File: src/adc_pkg.sv
package adc_pkg;

    // sample format
    localparam int SAMPLE_W = 16;  // bits per serial adc word, msb first

    // board layout
    localparam int N_LANES = 8;    // one data line per adc
    localparam int N_BANKS = 2;    // conv/sclk groups, pot bank and current bank
    localparam int N_AXES  = 4;    // axes per bank

    // lane numbering
    // lanes 0..3 carry pot of axis 1..4, lanes 4..7 carry current of axis 1..4
    localparam int POT_LANE_BASE = 0;
    localparam int CUR_LANE_BASE = N_AXES;

    // default frame timing in clkadc cycles
    localparam int CONV_CYCLES_DEF  = 8;   // conv pulse length
    localparam int FRAME_CYCLES_DEF = 64;  // conv to next conv

endpackage

File: src/reg_pkg.sv
package reg_pkg;

    // apb bus widths
    localparam int ADDR_W = 16;
    localparam int DATA_W = 32;

    // address split, channel in [7:4] and offset in [3:0]
    localparam int CHAN_LSB = 4;
    localparam int CHAN_W   = 4;   // channels 0..15
    localparam int OFF_LSB  = 0;
    localparam int OFF_W    = 4;

    // channel map
    localparam logic [CHAN_W-1:0] CHAN_STATUS     = 4'd0;  // frame counter lives here
    localparam logic [CHAN_W-1:0] CHAN_AXIS_FIRST = 4'd1;  // axis 1, axes follow in order

    // offsets inside a channel
    localparam logic [OFF_W-1:0] OFF_ADC_DATA = 4'h0;  // {pot, cur} word
    localparam logic [OFF_W-1:0] OFF_STATUS   = 4'h0;  // frame counter at channel 0

endpackage

File: src/adc_sequencer.sv
module adc_sequencer
    import adc_pkg::*;
#(
    parameter int CONV_CYCLES  = CONV_CYCLES_DEF,   // conv high time
    parameter int FRAME_CYCLES = FRAME_CYCLES_DEF   // full frame period
) (
    input  logic               clkadc,
    input  logic               rst,
    output logic [N_BANKS-1:0] conv,        // same convert timing on every bank
    output logic [N_BANKS-1:0] sclk,
    output logic               shift_en,    // clock where sclk goes high
    output logic               frame_done   // clock after last shift_en
);

    // frame position counter width
    localparam int POS_W = (FRAME_CYCLES > 1) ? $clog2(FRAME_CYCLES) : 1;

    // landmarks inside one frame
    localparam logic [POS_W-1:0] POS_LAST    = POS_W'(FRAME_CYCLES - 1);
    localparam logic [POS_W-1:0] SHIFT_START = POS_W'(CONV_CYCLES);
    localparam logic [POS_W-1:0] SHIFT_STOP  = POS_W'(CONV_CYCLES + 2 * SAMPLE_W);

    logic [POS_W-1:0] pos;        // frame clock that the outputs show next
    logic [POS_W-1:0] rel;        // offset into the shift window
    logic             in_conv;
    logic             in_shift;
    logic             sclk_hi;    // odd window slot, sclk high
    logic             conv_q;
    logic             sclk_q;
    logic             shift_q;
    logic             done_q;

    // decode of the next position
    assign rel      = pos - SHIFT_START;
    assign in_conv  = (pos < SHIFT_START);
    assign in_shift = (pos >= SHIFT_START) && (pos < SHIFT_STOP);
    assign sclk_hi  = in_shift && rel[0];   // low, high, low, high ... 16 times

    // position counter, wraps at frame end
    always_ff @(posedge clkadc) begin
        if (rst) begin
            pos <= '0;
        end else if (pos == POS_LAST) begin
            pos <= '0;                       // idle done, next frame
        end else begin
            pos <= pos + 1'b1;
        end
    end

    // registered strobes
    // pos is one ahead of these so the frame opens on the first clock out of reset
    always_ff @(posedge clkadc) begin
        if (rst) begin
            conv_q  <= 1'b0;
            sclk_q  <= 1'b0;
            shift_q <= 1'b0;
            done_q  <= 1'b0;
        end else begin
            conv_q  <= in_conv;
            sclk_q  <= sclk_hi;
            shift_q <= sclk_hi;                  // shift on the rising sclk clock
            done_q  <= (pos == SHIFT_STOP);      // right after the 16th high slot
        end
    end

    // both banks convert and clock together
    assign conv       = {N_BANKS{conv_q}};
    assign sclk       = {N_BANKS{sclk_q}};
    assign shift_en   = shift_q;
    assign frame_done = done_q;

endmodule

File: src/adc_lane_shifter.sv
module adc_lane_shifter
    import adc_pkg::*;
(
    input  logic                clkadc,
    input  logic                rst,
    input  logic                miso,          // serial data msb first
    input  logic                shift_en,      // take one bit
    input  logic                frame_done,    // word complete
    output logic [SAMPLE_W-1:0] sample,        // last complete word
    output logic                sample_valid   // one clock with the new word on sample
);

    logic [SAMPLE_W-1:0] shreg;   // word being assembled

    // msb arrives first and ends up on top
    always_ff @(posedge clkadc) begin
        if (shift_en) begin
            shreg <= {shreg[SAMPLE_W-2:0], miso};
        end
    end

    // holding register
    // shreg is free to refill for the next frame once the copy is taken
    always_ff @(posedge clkadc) begin
        if (rst) begin
            sample <= '0;
        end else if (frame_done) begin
            sample <= shreg;
        end
    end

    // valid strobe lines up with the updated sample
    always_ff @(posedge clkadc) begin
        if (rst) begin
            sample_valid <= 1'b0;
        end else begin
            sample_valid <= frame_done;
        end
    end

endmodule

File: src/adc_reg_file.sv
module adc_reg_file
    import adc_pkg::*;
    import reg_pkg::*;
(
    input  logic                             clkadc,
    input  logic                             rst,
    // lanes from the shifters
    input  logic [N_LANES-1:0][SAMPLE_W-1:0] lane_sample,
    input  logic [N_LANES-1:0]               lane_valid,
    // apb3 slave, read only
    input  logic                             psel,
    input  logic                             penable,
    input  logic                             pwrite,
    input  logic [ADDR_W-1:0]                paddr,
    input  logic [DATA_W-1:0]                pwdata,     // ignored, nothing is writable
    output logic [DATA_W-1:0]                prdata,
    output logic                             pready,
    output logic                             pslverr,
    // motor current feedback for the loops
    output logic [SAMPLE_W-1:0]              cur1,
    output logic [SAMPLE_W-1:0]              cur2,
    output logic [SAMPLE_W-1:0]              cur3,
    output logic [SAMPLE_W-1:0]              cur4
);

    logic [SAMPLE_W-1:0] pot_q [N_AXES];   // pot per axis
    logic [SAMPLE_W-1:0] cur_q [N_AXES];   // current per axis
    logic [DATA_W-1:0]   frame_cnt;        // frames since reset, wraps
    logic [CHAN_W-1:0]   chan;
    logic [OFF_W-1:0]    off;
    logic                access;           // apb access phase
    logic                rd_sel;           // read selected
    logic                stat_hit;

    // address fields
    assign chan = paddr[CHAN_LSB +: CHAN_W];
    assign off  = paddr[OFF_LSB +: OFF_W];

    // frame capture
    // all lane valids fire together, lane 0 stands for the set
    always_ff @(posedge clkadc) begin
        if (rst) begin
            for (int a = 0; a < N_AXES; a++) begin
                pot_q[a] <= '0;
                cur_q[a] <= '0;
            end
        end else if (lane_valid[0]) begin
            for (int a = 0; a < N_AXES; a++) begin
                pot_q[a] <= lane_sample[POT_LANE_BASE + a];
                cur_q[a] <= lane_sample[CUR_LANE_BASE + a];
            end
        end
    end

    // frame counter, counts every capture
    always_ff @(posedge clkadc) begin
        if (rst) begin
            frame_cnt <= '0;
        end else if (lane_valid[0]) begin
            frame_cnt <= frame_cnt + 1'b1;
        end
    end

    // zero wait state handshake
    assign access  = psel && penable;
    assign pready  = access;              // always ready in access
    assign pslverr = access && pwrite;    // every write is refused

    // read mux
    assign rd_sel   = psel && !pwrite;
    assign stat_hit = (chan == CHAN_STATUS) && (off == OFF_STATUS);

    always_comb begin
        prdata = '0;                      // unmapped reads give zero
        if (rd_sel) begin
            if (stat_hit) begin
                prdata = frame_cnt;
            end
            for (int a = 0; a < N_AXES; a++) begin
                // channel 1..4, pot high half, current low half
                if ((chan == CHAN_AXIS_FIRST + CHAN_W'(a)) && (off == OFF_ADC_DATA)) begin
                    prdata = {pot_q[a], cur_q[a]};
                end
            end
        end
    end

    // direct current taps
    assign cur1 = cur_q[0];
    assign cur2 = cur_q[1];
    assign cur3 = cur_q[2];
    assign cur4 = cur_q[3];

endmodule

File: src/ctrl_adc.sv
module ctrl_adc
    import adc_pkg::*;
    import reg_pkg::*;
#(
    parameter int CONV_CYCLES  = CONV_CYCLES_DEF,
    parameter int FRAME_CYCLES = FRAME_CYCLES_DEF
) (
    input  logic                clkadc,     // adc clock
    input  logic                rst,
    output logic [N_BANKS-1:0]  sclk,       // serial clock per bank
    output logic [N_BANKS-1:0]  conv,       // convert per bank
    input  logic [N_LANES-1:0]  miso,       // one data line per adc
    // apb slave
    input  logic                psel,
    input  logic                penable,
    input  logic                pwrite,
    input  logic [ADDR_W-1:0]   paddr,
    input  logic [DATA_W-1:0]   pwdata,
    output logic [DATA_W-1:0]   prdata,
    output logic                pready,
    output logic                pslverr,
    // current feedback
    output logic [SAMPLE_W-1:0] cur1,
    output logic [SAMPLE_W-1:0] cur2,
    output logic [SAMPLE_W-1:0] cur3,
    output logic [SAMPLE_W-1:0] cur4
);

    logic                             shift_en;
    logic                             frame_done;
    logic [N_LANES-1:0][SAMPLE_W-1:0] lane_sample;
    logic [N_LANES-1:0]               lane_valid;

    // strobes for both banks
    adc_sequencer #(
        .CONV_CYCLES  (CONV_CYCLES),
        .FRAME_CYCLES (FRAME_CYCLES)
    ) u_seq (
        .clkadc     (clkadc),
        .rst        (rst),
        .conv       (conv),
        .sclk       (sclk),
        .shift_en   (shift_en),
        .frame_done (frame_done)
    );

    // one deserializer per data line
    for (genvar i = 0; i < N_LANES; i++) begin : g_lane
        adc_lane_shifter u_shift (
            .clkadc       (clkadc),
            .rst          (rst),
            .miso         (miso[i]),
            .shift_en     (shift_en),
            .frame_done   (frame_done),
            .sample       (lane_sample[i]),
            .sample_valid (lane_valid[i])
        );
    end

    // packing, counter and bus side
    adc_reg_file u_regs (
        .clkadc      (clkadc),
        .rst         (rst),
        .lane_sample (lane_sample),
        .lane_valid  (lane_valid),
        .psel        (psel),
        .penable     (penable),
        .pwrite      (pwrite),
        .paddr       (paddr),
        .pwdata      (pwdata),
        .prdata      (prdata),
        .pready      (pready),
        .pslverr     (pslverr),
        .cur1        (cur1),
        .cur2        (cur2),
        .cur3        (cur3),
        .cur4        (cur4)
    );

endmodule

File: config.mk
export PLATFORM = sky130hd
export DESIGN_NAME = ctrl_adc
export DESIGN_NICKNAME = d
export VERILOG_FILES = /design/src/adc_pkg.sv /design/src/reg_pkg.sv /design/src/adc_sequencer.sv /design/src/adc_lane_shifter.sv /design/src/adc_reg_file.sv /design/src/ctrl_adc.sv
export SDC_FILE = /design/constraint.sdc
export NUM_CORES = 1
export LEC_CHECK = 0
export BUFFER_PORTS_ARGS = -buffer_cell sky130_fd_sc_hd__buf_4
export CORE_ASPECT_RATIO = 1.4
export CORE_MARGIN = 4
export CORE_UTILIZATION = 58
export DETAILED_ROUTE_END_ITERATION = 10
export PLACE_DENSITY = 0.79
export SETUP_SLACK_MARGIN = 0.3
export SLEW_MARGIN = 25
export SYNTH_ARGS = -nofsm -noshare
export SYNTH_HDL_FRONTEND = slang
export SYNTH_SLANG_ARGS = --single-unit
File: constraint.sdc
create_clock -name clkadc -period 5 [get_ports clkadc]
set_clock_uncertainty 0.15 [all_clocks]
set_input_delay 0 -clock clkadc [delete_from_list [all_inputs] [get_ports clkadc]]
set_output_delay 0 -clock clkadc [all_outputs]
set_load 0.03 [all_outputs]
==> results.txt, run 1 <==
The proportion of synthesized flip-flops having asynchronous set or reset is 0. After clock tree synthesis, the clock-pin slew on the worst setup and hold paths is 60 ps. The multi-input combinational cells in the finished layout cover a total of 0.00468 mm². The cell area after synthesis is 0.0161 mm². The count of flip-flops with a built-in enable after synthesis is 256. The total DRC errors in the routed layout came out at 0.

The most frequently used flop master after synthesis is edfxtp_1. In this run the standard cell core region covers 0.0271 mm². The number of storage elements in the synthesis netlist is 426. The via count came out at 9450. The number of hold violations in the final report was 0.

The flow ran to the end, and the final reports show no timing, DRC or antenna violations. Traced cell by cell, the critical path runs through ha_1 > nand3_2 > or4_1 > or4_1 > a21oi_1. The area overhead of the layout relative to synthesis came out at 15.7%. Derived from the worst setup path, the maximum achievable clock frequency is 368 MHz.

The number of distinct library cells after synthesis is 37. The number of buffers inserted during clock tree synthesis is 39. TritonCTS built the clock tree.

The worst-case IR drop observed on VDD is 0.000387 V. The initial standard-cell utilization of the core is 0.594. The cell count after synthesis came out at 1151. The number of gates resized after cts is 0. Among the stages of the critical path, the cell type that occurs most often is or4_1.

The area after detailed placement came out at 0.0173 mm². The worst setup path is captured at a register. The initial detailed-routing violation count came out at 664. The die height came out at 205 µm.

The area of the die is 0.0305 mm². Summed over all cells, the static leakage comes to 0.00642 µW. The data required time at the worst endpoint is 5290 ps. Across the whole layout, storage elements account for 0.0111 mm².

The total wire length came out at 34.2 mm. The first global-routing pass estimated 53.5 mm of wire. The combined global-route utilization of all metal layers came out at 0.226. The number of core rows is 71. The slack of the worst reg-to-reg path came out at 2280 ps. Dividing total power by cell area gives a power density of 366 mW/mm². The number of slew-limit violations in the final report came to 0. The number of global-route vias before repair came out at 9367. Synthesis produced a netlist with a net count of 1215. The first detailed-routing pass ran for 5 iterations. Setup repair after global routing left no endpoint under its margin.

For this run, the register share of the synthesized area comes to 0.689. The number of nets in the layout is 1321. The internal power consumption came out at 5410 µW. The final critical-path share of the clock period came out at 0.544. The switching part of the total power is 0.206. The CTS sink count is 426. Setup violations remaining at the end of the flow were counted as 0. Routability-driven placement finished with a final weighted congestion of 0.802. Of the total power, the clock network draws 0.416. The total negative slack came out at 0 ps.

The count of port buffers added during placement came out at 122. For this design, the slowest cell found on the critical path is or4_1. The post-layout instance area is 0.0186 mm².

The share of total power dissipated in combinational logic is 0.032. The smallest clock period supported by the final layout is computed as 2720 ps. After detailed routing, the number of vias per cell comes to 5.72. The layout has 1806 filler cells.

In this run the horizontal extent of the chip is 149 µm. The clock latency at the later pin of the worst-skew pair is 530 ps. The min-delay analysis places its worst path in the category input port to register. The share of total power dissipated in sequential elements is 0.552. The number of setup buffers added after CTS came out at 0. The start-to-end type of the worst setup path is register to register. The detailed placement HPWL came out at 21.2 mm. In this run, post-CTS hold repair placed 9 buffers.

In this run the power spent charging and discharging nets is 1400 µW. The tree is rooted in a clkbuf_16. In this run the number of H-tree levels came out at 2.

The number of nets with antenna violations after routing came out at 0. No sink is reached through more buffers than the 3 on the longest clock path. The number of top-level pins came out at 163.

The average instance in the mapped netlist occupies 14.0 µm². Of the cells placed in the final design, the portion with a size suffix greater than 1 is 0.179. The initial antenna violation count came out at 0. The slew of the pin with the lowest slew margin is 1050 ps. The number of antenna diodes in the final layout is 0. The wire length per cell after detailed routing is 20.7 µm.

At the worst endpoint, the arrival time is 3010 ps. Broken down by cell family, the worst path's largest delay share belongs to simple AND/OR/NAND/NOR gates. The worst setup path is launched from a register. Entering global routing, the biggest net connects 97 pins. The number of synthesis warnings is 0.

The largest fanout on the critical path came out at 19. The remaining max-slew budget at the tightest pin came out at 0.301. The maximum cell stage delay along the critical path came out at 880 ps. The number of buffer and inverter stages on the critical path is 0. The total overflow left after global routing is 0. The number of violations of the max-capacitance limit came out at 0.
==> cell families after synthesis <==
| group | count (synthesis) | synth area share |
|---|---|---|
| fa+ha+maj | 3 | 0.00233 |
| mux | 162 | 0.126 |
| xor+xnor | 16 | 0.00871 |
| compound gates | 71 | 0.0292 |
| flops | 426 | 0.689 |
| simple gates | 388 | 0.123 |
| buf+inv | 85 | 0.0215 |
==> through the flow <==
step | utilization | total power [µW] | cells | hold slack (ps) | worst slack [ps]
after global placement | 0.638 | 4040 | 1572 | 28.9 | 2390
after floorplan | - | 3960 | 1151 | -51.1 | 1230
after CTS | 0.687 | 6870 | 1653 | 15.8 | 2320
final | 0.687 | 6810 | 1653 | 44.9 | 2280
after detailed placement | 0.638 | 4050 | 1572 | 29.2 | 2350
after global routing | 0.687 | 7030 | 1653 | 42.6 | 2160
==> worst paths after layout <==
| check | cells after the start | to | startpoint |
|---|---|---|---|
| min reg2reg | 0 | g_lane[2].u_shift.shreg[4]$_DFFE_PP_ | g_lane[2].u_shift.shreg[3]$_DFFE_PP_ |
| max reg2reg | 5 | u_regs.frame_cnt[16]$_SDFFE_PP0P_ | u_regs.frame_cnt[1]$_SDFFE_PP0P_ |
| max | 5 | u_regs.frame_cnt[16]$_SDFFE_PP0P_ | u_regs.frame_cnt[1]$_SDFFE_PP0P_ |
| min | 2 | g_lane[6].u_shift.shreg[0]$_DFFE_PP_ | miso[6] |
==> cells in the mapped netlist (all sizes together) (12+ instances only) <==
| master | count | area (µm²) |
|---|---|---|
| edfxtp | 256 | 7690 |
| nor2 | 180 | 676 |
| dfxtp | 170 | 3400 |
| and2 | 129 | 807 |
| mux2i | 129 | 1290 |
| clkbuf | 51 | 191 |
| a22oi | 32 | 240 |
| mux4 | 32 | 724 |
| buf | 26 | 124 |
| a21oi | 19 | 95.1 |
| or4 | 16 | 120 |
| nand3 | 13 | 75.1 |
| o31ai | 12 | 90.1 |
==> cell type report <==
class | count | share of cell area
repair buffers | 142 | 0.0600
flip-flops and latches | 426 | 0.596
clock buffers | 60 | 0.0616
well taps | 365 | 0.0245
multi-input cells | 640 | 0.252
inverters | 8 | 0.00161
clock inverters | 12 | 0.00424
==> power by group through the flow <==
stage / registers [µW] / clock network [µW] / logic, µW
2_1_floorplan: 3860 / 0 / 91.7
3_3_place_gp: 3830 / 0 / 210
3_5_place_dp: 3830 / 0 / 212
4_1_cts: 3760 / 2890 / 218
5_1_grt: 3760 / 3040 / 230
6_report: 3760 / 2830 / 216
==> cells in the final DEF, fill, tap and decap left out, drive strengths merged, types with 2 or more instances in the layout <==
cell type and instances:
edfxtp 256, dfxtp 170, or4 16, mux2i 129, o21ai 7, nand3 13
and4 3, clkbuf 60, and3 5, dlygate4sd3 9, o31ai 12, a22oi 32
or3 7, nand2 10, xnor2 5, nor4 3, ha 3, mux4 32
or2 2, and2 129, inv 11, a21oi 19, nor2b 3, nand4 8
buf 133, nor3 5, xor2 11, nor2 180, clkinv 9, nand2b 2
==> state kept, by name, summed over array words and instances (netlist names) <==
name                         flops
u_seq.pos                        6
u_regs.cur_q                    64
u_seq.sclk_q                     1
u_seq.frame_done                 1
u_regs.pot_q                    64
g_lane.u_shift.shreg           128
u_seq.conv_q                     1
g_lane.u_shift.sample          128
g_lane.u_shift.sample_valid      1
u_regs.frame_cnt                32
==> metal layers <==
metal  global-route usage  share of wire  vias up
met5                    0              0        -
met3               0.0485          0.070       51
met1                0.292           0.39     4732
met2                0.381           0.51      309
met4               0.0795          0.031        0
li1                     -              -     4358
Power figures use the tool's default switching activity.
==> inputs of run 2 (changes only) <==
Settings changed: CORE_UTILIZATION 58 to 53, PLACE_DENSITY 0.79 to 0.76.
Clock period 5 ns to 2.39 ns, I/O delays scaled along.
==> run 2 against run 1 <==
Against the previous run:
- core utilization is 4.0 points lower
- routed wire length is 2.3% higher
- sequential cell count stayed put
- first-iteration DRC count stayed put
- die area is 9.0% higher
- final area is 4.0% higher
- clock power is 120% higher
- hold slack worse by 1.9 ps
- register-to-register slack worse by 2000 ps
- via count is 1.4% higher
- setup slack worse by 2000 ps
- critical path type is now register to primary output
- sequential share of layout area is 2.2 points lower
==> results.txt, run 2 (synthesis results as in run 1) <==
The run finished with clean final reports. The post-detailed-route via-to-cell ratio is 5.57 (-2.6%). The reported leakage power was 0.00675 µW (+5.1%).

The power density over the cells came to 754 mW/mm² (+110%). The cell at the root of the clock tree is clkbuf_16. The worst setup slack after layout is 306 ps (-1980 ps). The clock latency at the later pin of the worst-skew pair came out at 530 ps (about the same). The area overhead of the layout relative to synthesis is 20.3%. In this run the worst setup path terminates at prdata[6]. The depth of the worst register-to-register path came out at 4 (-1).

The combinational cell fraction of total power came out at 0.034 (+0.002). The number of core rows is 75 (+5.6%). The final design utilization came out at 0.647 (-0.0403).

The initial detailed-routing violation count is 664 (unchanged). The routability-driven placement congestion ratio came to 0.852 (+6.4%). Leaving out fill and tap cells, the most frequent cell in the layout is edfxtp_1.

The share of layout cells above drive strength 1 is 0.239 (+0.0608). The reported net switching power came to 2890 µW (+110%). The die height came out at 214 µm (+4.4%).

The total instance count after detailed placement came out at 1605 (+2.1%). The count of port buffers added during placement came to 122 (unchanged). The area of the placeable core came to 0.0299 mm² (+10%). The final non-filler cell total came out at 1722 (+4.2%). The area of the die came out at 0.0332 mm² (+9.0%). The worst path arrival time was 1930 ps (-1080 ps).

The library cells used most frequently in the layout, excluding fill and tap cells, are 256 x edfxtp_1, 180 x nor2_1, 169 x buf_4, 153 x dfxtp_1. The number of setup violations in the final report is 0 (unchanged). The critical path is of the register to primary output type. The worst register-to-register path begins at u_regs.frame_cnt[15]$_SDFFE_PP0P_.

The TritonCTS clock tree is yes. The global-route wire length before repair came out at 54.8 mm (+2.4%). The initial standard-cell utilization of the core is 0.537 (-0.0563). The final critical-path share of the clock period came out at 0.872.

The worst register-to-register path ends at u_regs.frame_cnt[28]$_SDFFE_PP0P_. The switching part of the total power is 0.198 (-0.00792). The number of nets in the layout came out at 1372 (+3.9%).

The detailed placement HPWL came to 21.9 mm (+3.3%). The total wire length came out at 35.0 mm (+2.3%). The maximum number of buffers from clock root to sink is 3 (unchanged). The combined global-route utilization of all metal layers is 0.208 (-0.0177).

The CTS sink count came out at 426 (unchanged). The slack of the worst reg-to-reg path is 310 ps (-1980 ps). The number of violations of the max-capacitance limit came out at 0 (unchanged). The total DRC errors in the routed layout is 0 (unchanged). The aggregate global routing overflow was 0 (unchanged). The share of power burned in registers came out at 0.538 (-0.014). The time the final worst path needs with I/O delays and setup is 2080 ps. The number of search-and-repair iterations in the first detailed-routing pass is 4 (-1). The setup slack after placement was -2.17 ps (-2350 ps). The internal power consumption is 11700 µW (+120%). The count of inserted antenna diode cells is 0 (unchanged). The deepest level of the CTS H-tree is 2 (unchanged).

Static timing analysis puts the maximum clock frequency at 480 MHz. The via count is 9587 (+1.4%). The wire length per cell after detailed routing came to 20.3 µm (-1.8%).

The pin count of the biggest net entering global routing came out at 93 (-4.1%). STA classifies the critical path startpoint as a register. The most critical setup path has its startpoint at u_regs.frame_cnt[6]$_SDFFE_PP0P_. The number of hold violations in the final report was 0 (unchanged). The data required time at the worst endpoint came out at 2240 ps (-3050 ps).

The number of slew-limit violations in the final report came out at 0 (unchanged). The largest registers in the layout are g_lane.u_shift.sample x128, g_lane.u_shift.shreg x128. The type of element capturing the critical path is a primary output. The number of buffers inserted during clock tree synthesis came out at 39 (unchanged).

The number of global-route vias before repair came out at 9818 (+4.8%). The slew of the pin with the lowest slew margin is 592 ps (-456 ps). The clock network power share is 0.428 (+0.012). The area after detailed placement was 0.0175 mm² (+1.4%). The worst-case vdd ir drop is 0.000611 V (+58%). The number of nets with antenna violations after routing came out at 0 (unchanged). The path class of the lowest-slack min-delay path is input port to register. The horizontal die dimension is 155 µm (+4.4%). The number of top-level pins was 163 (unchanged). The largest fanout on the critical path is 6 (-13). The remaining max-slew budget at the tightest pin came to 0.605 (+0.304). The clock transition at the registers of the reported paths is 60 ps (about the same).

Setup repair after global routing could not meet its margin everywhere. The post-layout instance area came to 0.0194 mm² (+4.0%). The initial antenna violation count is 0 (unchanged).
## run 2: cell types whose count changed in the layout (fill, tap and decap cells not counted), moves of 3 or more
cell / change
dfxtp_1: -15
a21oi_1: -3
dfxtp_4: +3
buf_12: +9
a21oi_2: +3
buf_4: +39
or4_1: -6
dfxtp_2: +12
or4_4: +7
a22oi_2: +9
clkbuf_8: +4
a22oi_1: -9
inv_6: -3
## run 2: stage by stage
stage	hold slack (ps)	total power, µW	setup TNS (ps)
CTS	20.5	14700	0
global route	37.5	15000	0
global placement	29.7	8480	0
finish	42.9	14600	0
floorplan	-51.1	8270	0
detailed placement	29.7	8480	-2.17
## run 2: worst min-delay path by stage
| stage | startpoint | endpoint | slack [ps] | depth (start not counted) |
|---|---|---|---|---|
| CTS | miso[4] | g_lane[4].u_shift.shreg[0]$_DFFE_PP_ | 20 | 2 |
| global route | miso[1] | g_lane[1].u_shift.shreg[0]$_DFFE_PP_ | 40 | 2 |
| detailed placement | miso[2] | g_lane[2].u_shift.shreg[0]$_DFFE_PP_ | 30 | 1 |
| finish | miso[4] | g_lane[4].u_shift.shreg[0]$_DFFE_PP_ | 40 | 2 |
| floorplan | miso[0] | g_lane[0].u_shift.shreg[0]$_DFFE_PP_ | -50 | 0 |
| global placement | miso[5] | g_lane[5].u_shift.shreg[0]$_DFFE_PP_ | 30 | 1 |
## run 2: critical path, cell delays in order (launching register included)
cell,delay [ps]
dfxtp_1,320
buf_4,150
mux4_2,520
a22oi_1,170
nor2_1,60
buf_4,180
## run 2: timing repair
item	in CTS	in global routing
pin swaps	2	5
hold endpoints to repair	48	0
gates cloned	2	0
resized for setup	15	30
setup endpoints to repair	30	32
hold buffers	9	0
buffers inserted	20	16
## run 2: power by group through the flow
stage          combinational (µW)  sequential [µW]  clock (µW)
4_1_cts                       487             7860        6330
5_1_grt                       524             7860        6650
3_3_place_gp                  452             8020           0
2_1_floorplan                 193             8080           0
3_5_place_dp                  456             8020           0
6_report                      499             7860        6240
## run 2: routing by layer
layer	vias to the layer above	global-route usage	wire, µm
li1	4444	-	-
met1	4782	0.273	14100
met2	304	0.358	18000
met3	57	0.0311	1950
met4	0	0.0657	933
met5	-	0	0
## run 2: cell type report
class                      instances  area [µm²]
sequential                       426       11100
multi-input combinational        642        4820
clock buffer                      63        1220
timing repair buffer             191        1600
fill                            2130       10600
clock inverter                     7        82.6
tap                              385         482
inverter                           8        30.0
==> inputs of run 3 (changes only) <==
Settings changed: CAP_MARGIN from default to 10, CELL_PAD_IN_SITES_DETAIL_PLACEMENT from default to 0, CELL_PAD_IN_SITES_GLOBAL_PLACEMENT from default to 1, CORE_UTILIZATION 53 to 44, PLACE_DENSITY 0.76 to 0.8.
==> run 3 against run 2 <==
Against the previous run:
- die area grew 20%
- total power grew 1.7%
- clock power grew 4.0%
- first-iteration DRC count grew 1.5%
- critical path type is now register to register
==> results.txt, run 3 (synthesis results as in run 1) <==
The total instance count after detailed placement is 1681 (+4.7%). The number of nets with antenna violations after routing was 0 (unchanged). The post-detailed-route via-to-cell ratio is 5.24 (-5.9%).

The global-route wire length before repair came out at 54.0 mm (-1.5%). The area of the die is 0.0397 mm² (+20%). The number of nets in the layout is 1381 (+0.66%). The area taken by flip-flops and latches was 0.0111 mm² (about the same).

The hold path depth came out at 2 (unchanged). The slew of the pin with the lowest slew margin is 654 ps (+62.0 ps). The number of buffers inserted during clock tree synthesis came out at 40 (+2.6%). The library cell used most frequently in the layout, excluding fill and tap cells, is edfxtp_1. The maximum clock frequency is 478 MHz (-0.47%).

The share of layout cells above drive strength 1 is 0.260 (+0.0207). The final critical-path share of the clock period is 0.876 (+0.00415). The CTS sink count is 426 (unchanged). The initial standard-cell utilization of the core is 0.447 (-0.0907).

The reported leakage power was 0.00683 µW (+1.2%). The largest fanout on the critical path is 14 (+8). The tree is rooted in a clkbuf_16. The worst-case vdd ir drop came out at 0.000602 V (-1.4%). The total DRC errors in the routed layout came out at 0 (unchanged).

The initial antenna violation count is 0 (unchanged). From synthesis to final layout, the design area changed by 22.1%. The detailed placement HPWL was 21.5 mm (-1.8%). The path class of the tightest hold or removal check is input port to register.

The number of slew-limit violations in the final report is 0 (unchanged). The routability-driven placement congestion ratio is 0.777 (-8.9%). The number of inserted filler cells in the final layout is 2920 (+37%). The die height was 234 µm (+9.4%). The deepest level of the CTS H-tree came out at 2 (unchanged). TritonCTS built the clock tree. The type of element capturing the critical path is a register.

The most heavily used metal layer in global routing is met2. The largest registers in the layout are g_lane.u_shift.sample x128, g_lane.u_shift.shreg x128. The horizontal die dimension came to 170 µm (+9.2%). The final non-filler cell total came out at 1808 (+5.0%). The wire length per cell after detailed routing came out at 19.3 µm (-5.2%).

The number of top-level pins is 163 (unchanged). The combined global-route utilization of all metal layers is 0.172 (-0.0363). The number of hold violations in the final report came to 0 (unchanged). Setup repair after global routing could not meet its margin everywhere. The met3 track demand over resource in global routing is 0.0248 (-0.00630). The maximum number of buffers from clock root to sink came out at 3 (unchanged).

The number of violations of the max-capacitance limit came to 0 (unchanged). The met2 global-route usage is 0.294 (-0.0642). The total wire length came to 34.8 mm (-0.52%). The hold slack came to 53.1 ps (+10.2 ps). The number of global-route vias before repair came out at 9479 (-3.5%). In the layout the commonest cells are 256 x edfxtp_1, 179 x nor2_1, 175 x buf_4, 154 x dfxtp_1. By startpoint and endpoint, the worst setup path is classified as register to register. The final design utilization is 0.546 (-0.101). The clock transition at the registers of the reported paths came out at 70 ps (about the same). The count of port buffers added during placement came to 122 (unchanged). The remaining max-slew budget at the tightest pin came out at 0.564 (-0.0413). The power density over the cells is 756 mW/mm² (+0.23%). The clock latency at the later pin of the worst-skew pair came to 530 ps (about the same). The time the final worst path needs with I/O delays and setup came out at 2090 ps (+9.91 ps). The number of search-and-repair iterations in the first detailed-routing pass came out at 5 (+1). The via count came out at 9469 (-1.2%). The pin count of the biggest net entering global routing came out at 132 (+42%). The count of inserted antenna diode cells is 0 (unchanged). The worst path arrival time came out at 2400 ps (+470 ps). The area of the multi-input gates was 0.00487 mm² (+1.1%). The aggregate global routing overflow came out at 0 (unchanged). The run finished with clean final reports. The category of the worst setup path launch point is a register. The total negative slack came out at 0 ps (unchanged). The area of the placeable core came to 0.0360 mm² (+20%). The initial detailed-routing violation count is 674 (+1.5%). The met1 usage came out at 0.234 (-0.0396). The depth of the worst register-to-register path came out at 6 (+2). The number of setup violations in the final report came to 0 (unchanged). The data required time at the worst endpoint came out at 2700 ps (+460 ps). The number of core rows is 82 (+9.3%).
-- run 3: cell types whose count changed in the layout (fill, tap and decap cells not counted), moves of 5 or more --
cell      before  now
a22oi_2        9   17
buf_4        169  175
clkbuf_8       9    4
clkinv_2       3   11
clkbuf_1      12    5
a22oi_1       23   15
-- run 3: stage by stage --
stage | total power [µW] | setup WS (ps) | instance area [µm²]
6_report | 14900 | 297 | 19600
5_1_grt | 15300 | 239 | 19600
4_1_cts | 15000 | 298 | 19300
3_5_place_dp | 8480 | 108 | 17700
3_3_place_gp | 8480 | 98.5 | 17700
2_1_floorplan | 8270 | 304 | 16100
-- run 3: timing repair --
action | 4_1_cts | 5_1_grt
endpoints found under the hold margin | 45 | 0
resized for setup | 18 | 36
cloned | 0 | 1
pin swaps | 4 | 16
endpoints found under the setup margin | 22 | 32
hold buffers | 10 | 0
buffers inserted | 16 | 29
-- run 3: worst paths after layout --
kind / to / startpoint / slack, ps
max: u_regs.frame_cnt[22]$_SDFFE_PP0P_ / u_regs.frame_cnt[1]$_SDFFE_PP0P_ / 300
min: g_lane[5].u_shift.shreg[0]$_DFFE_PP_ / miso[5] / 50
max reg2reg: u_regs.frame_cnt[22]$_SDFFE_PP0P_ / u_regs.frame_cnt[1]$_SDFFE_PP0P_ / 300
min reg2reg: g_lane[0].u_shift.shreg[1]$_DFFE_PP_ / g_lane[0].u_shift.shreg[0]$_DFFE_PP_ / 290
-- run 3: layout make-up --
| class | instances | share of cell area |
|---|---|---|
| sequential | 426 | 0.566 |
| multi-input combinational | 641 | 0.248 |
| timing repair buffer | 200 | 0.0869 |
| clock buffer | 50 | 0.0560 |
| tap | 462 | 0.0294 |
| clock inverter | 21 | 0.0125 |
| inverter | 8 | 0.00153 |
-- run 3: critical path, stage by stage, from the launching register on --
cell and delay, ps:
dfxtp_4 370, ha_4 150, nand3_4 100, or4_4 440, buf_12 160, or4_1 510, a21oi_1 130
-- run 3: report_power, final --
group | internal, µW | total, µW | switching (µW)
registers | 7810 | 7850 | 47.7
logic | 195 | 506 | 311
clock network | 3820 | 6490 | 2670
total | 11800 | 14900 | 3030
-- run 3: per-layer routing --
metal  routed length, µm  vias up  part of all wire
li1                    -     4472                 -
met2               17800      187              0.51
met5                   0        -                 0
met4                 748        0             0.021
met1               14900     4766              0.43
met3                1400       44             0.040
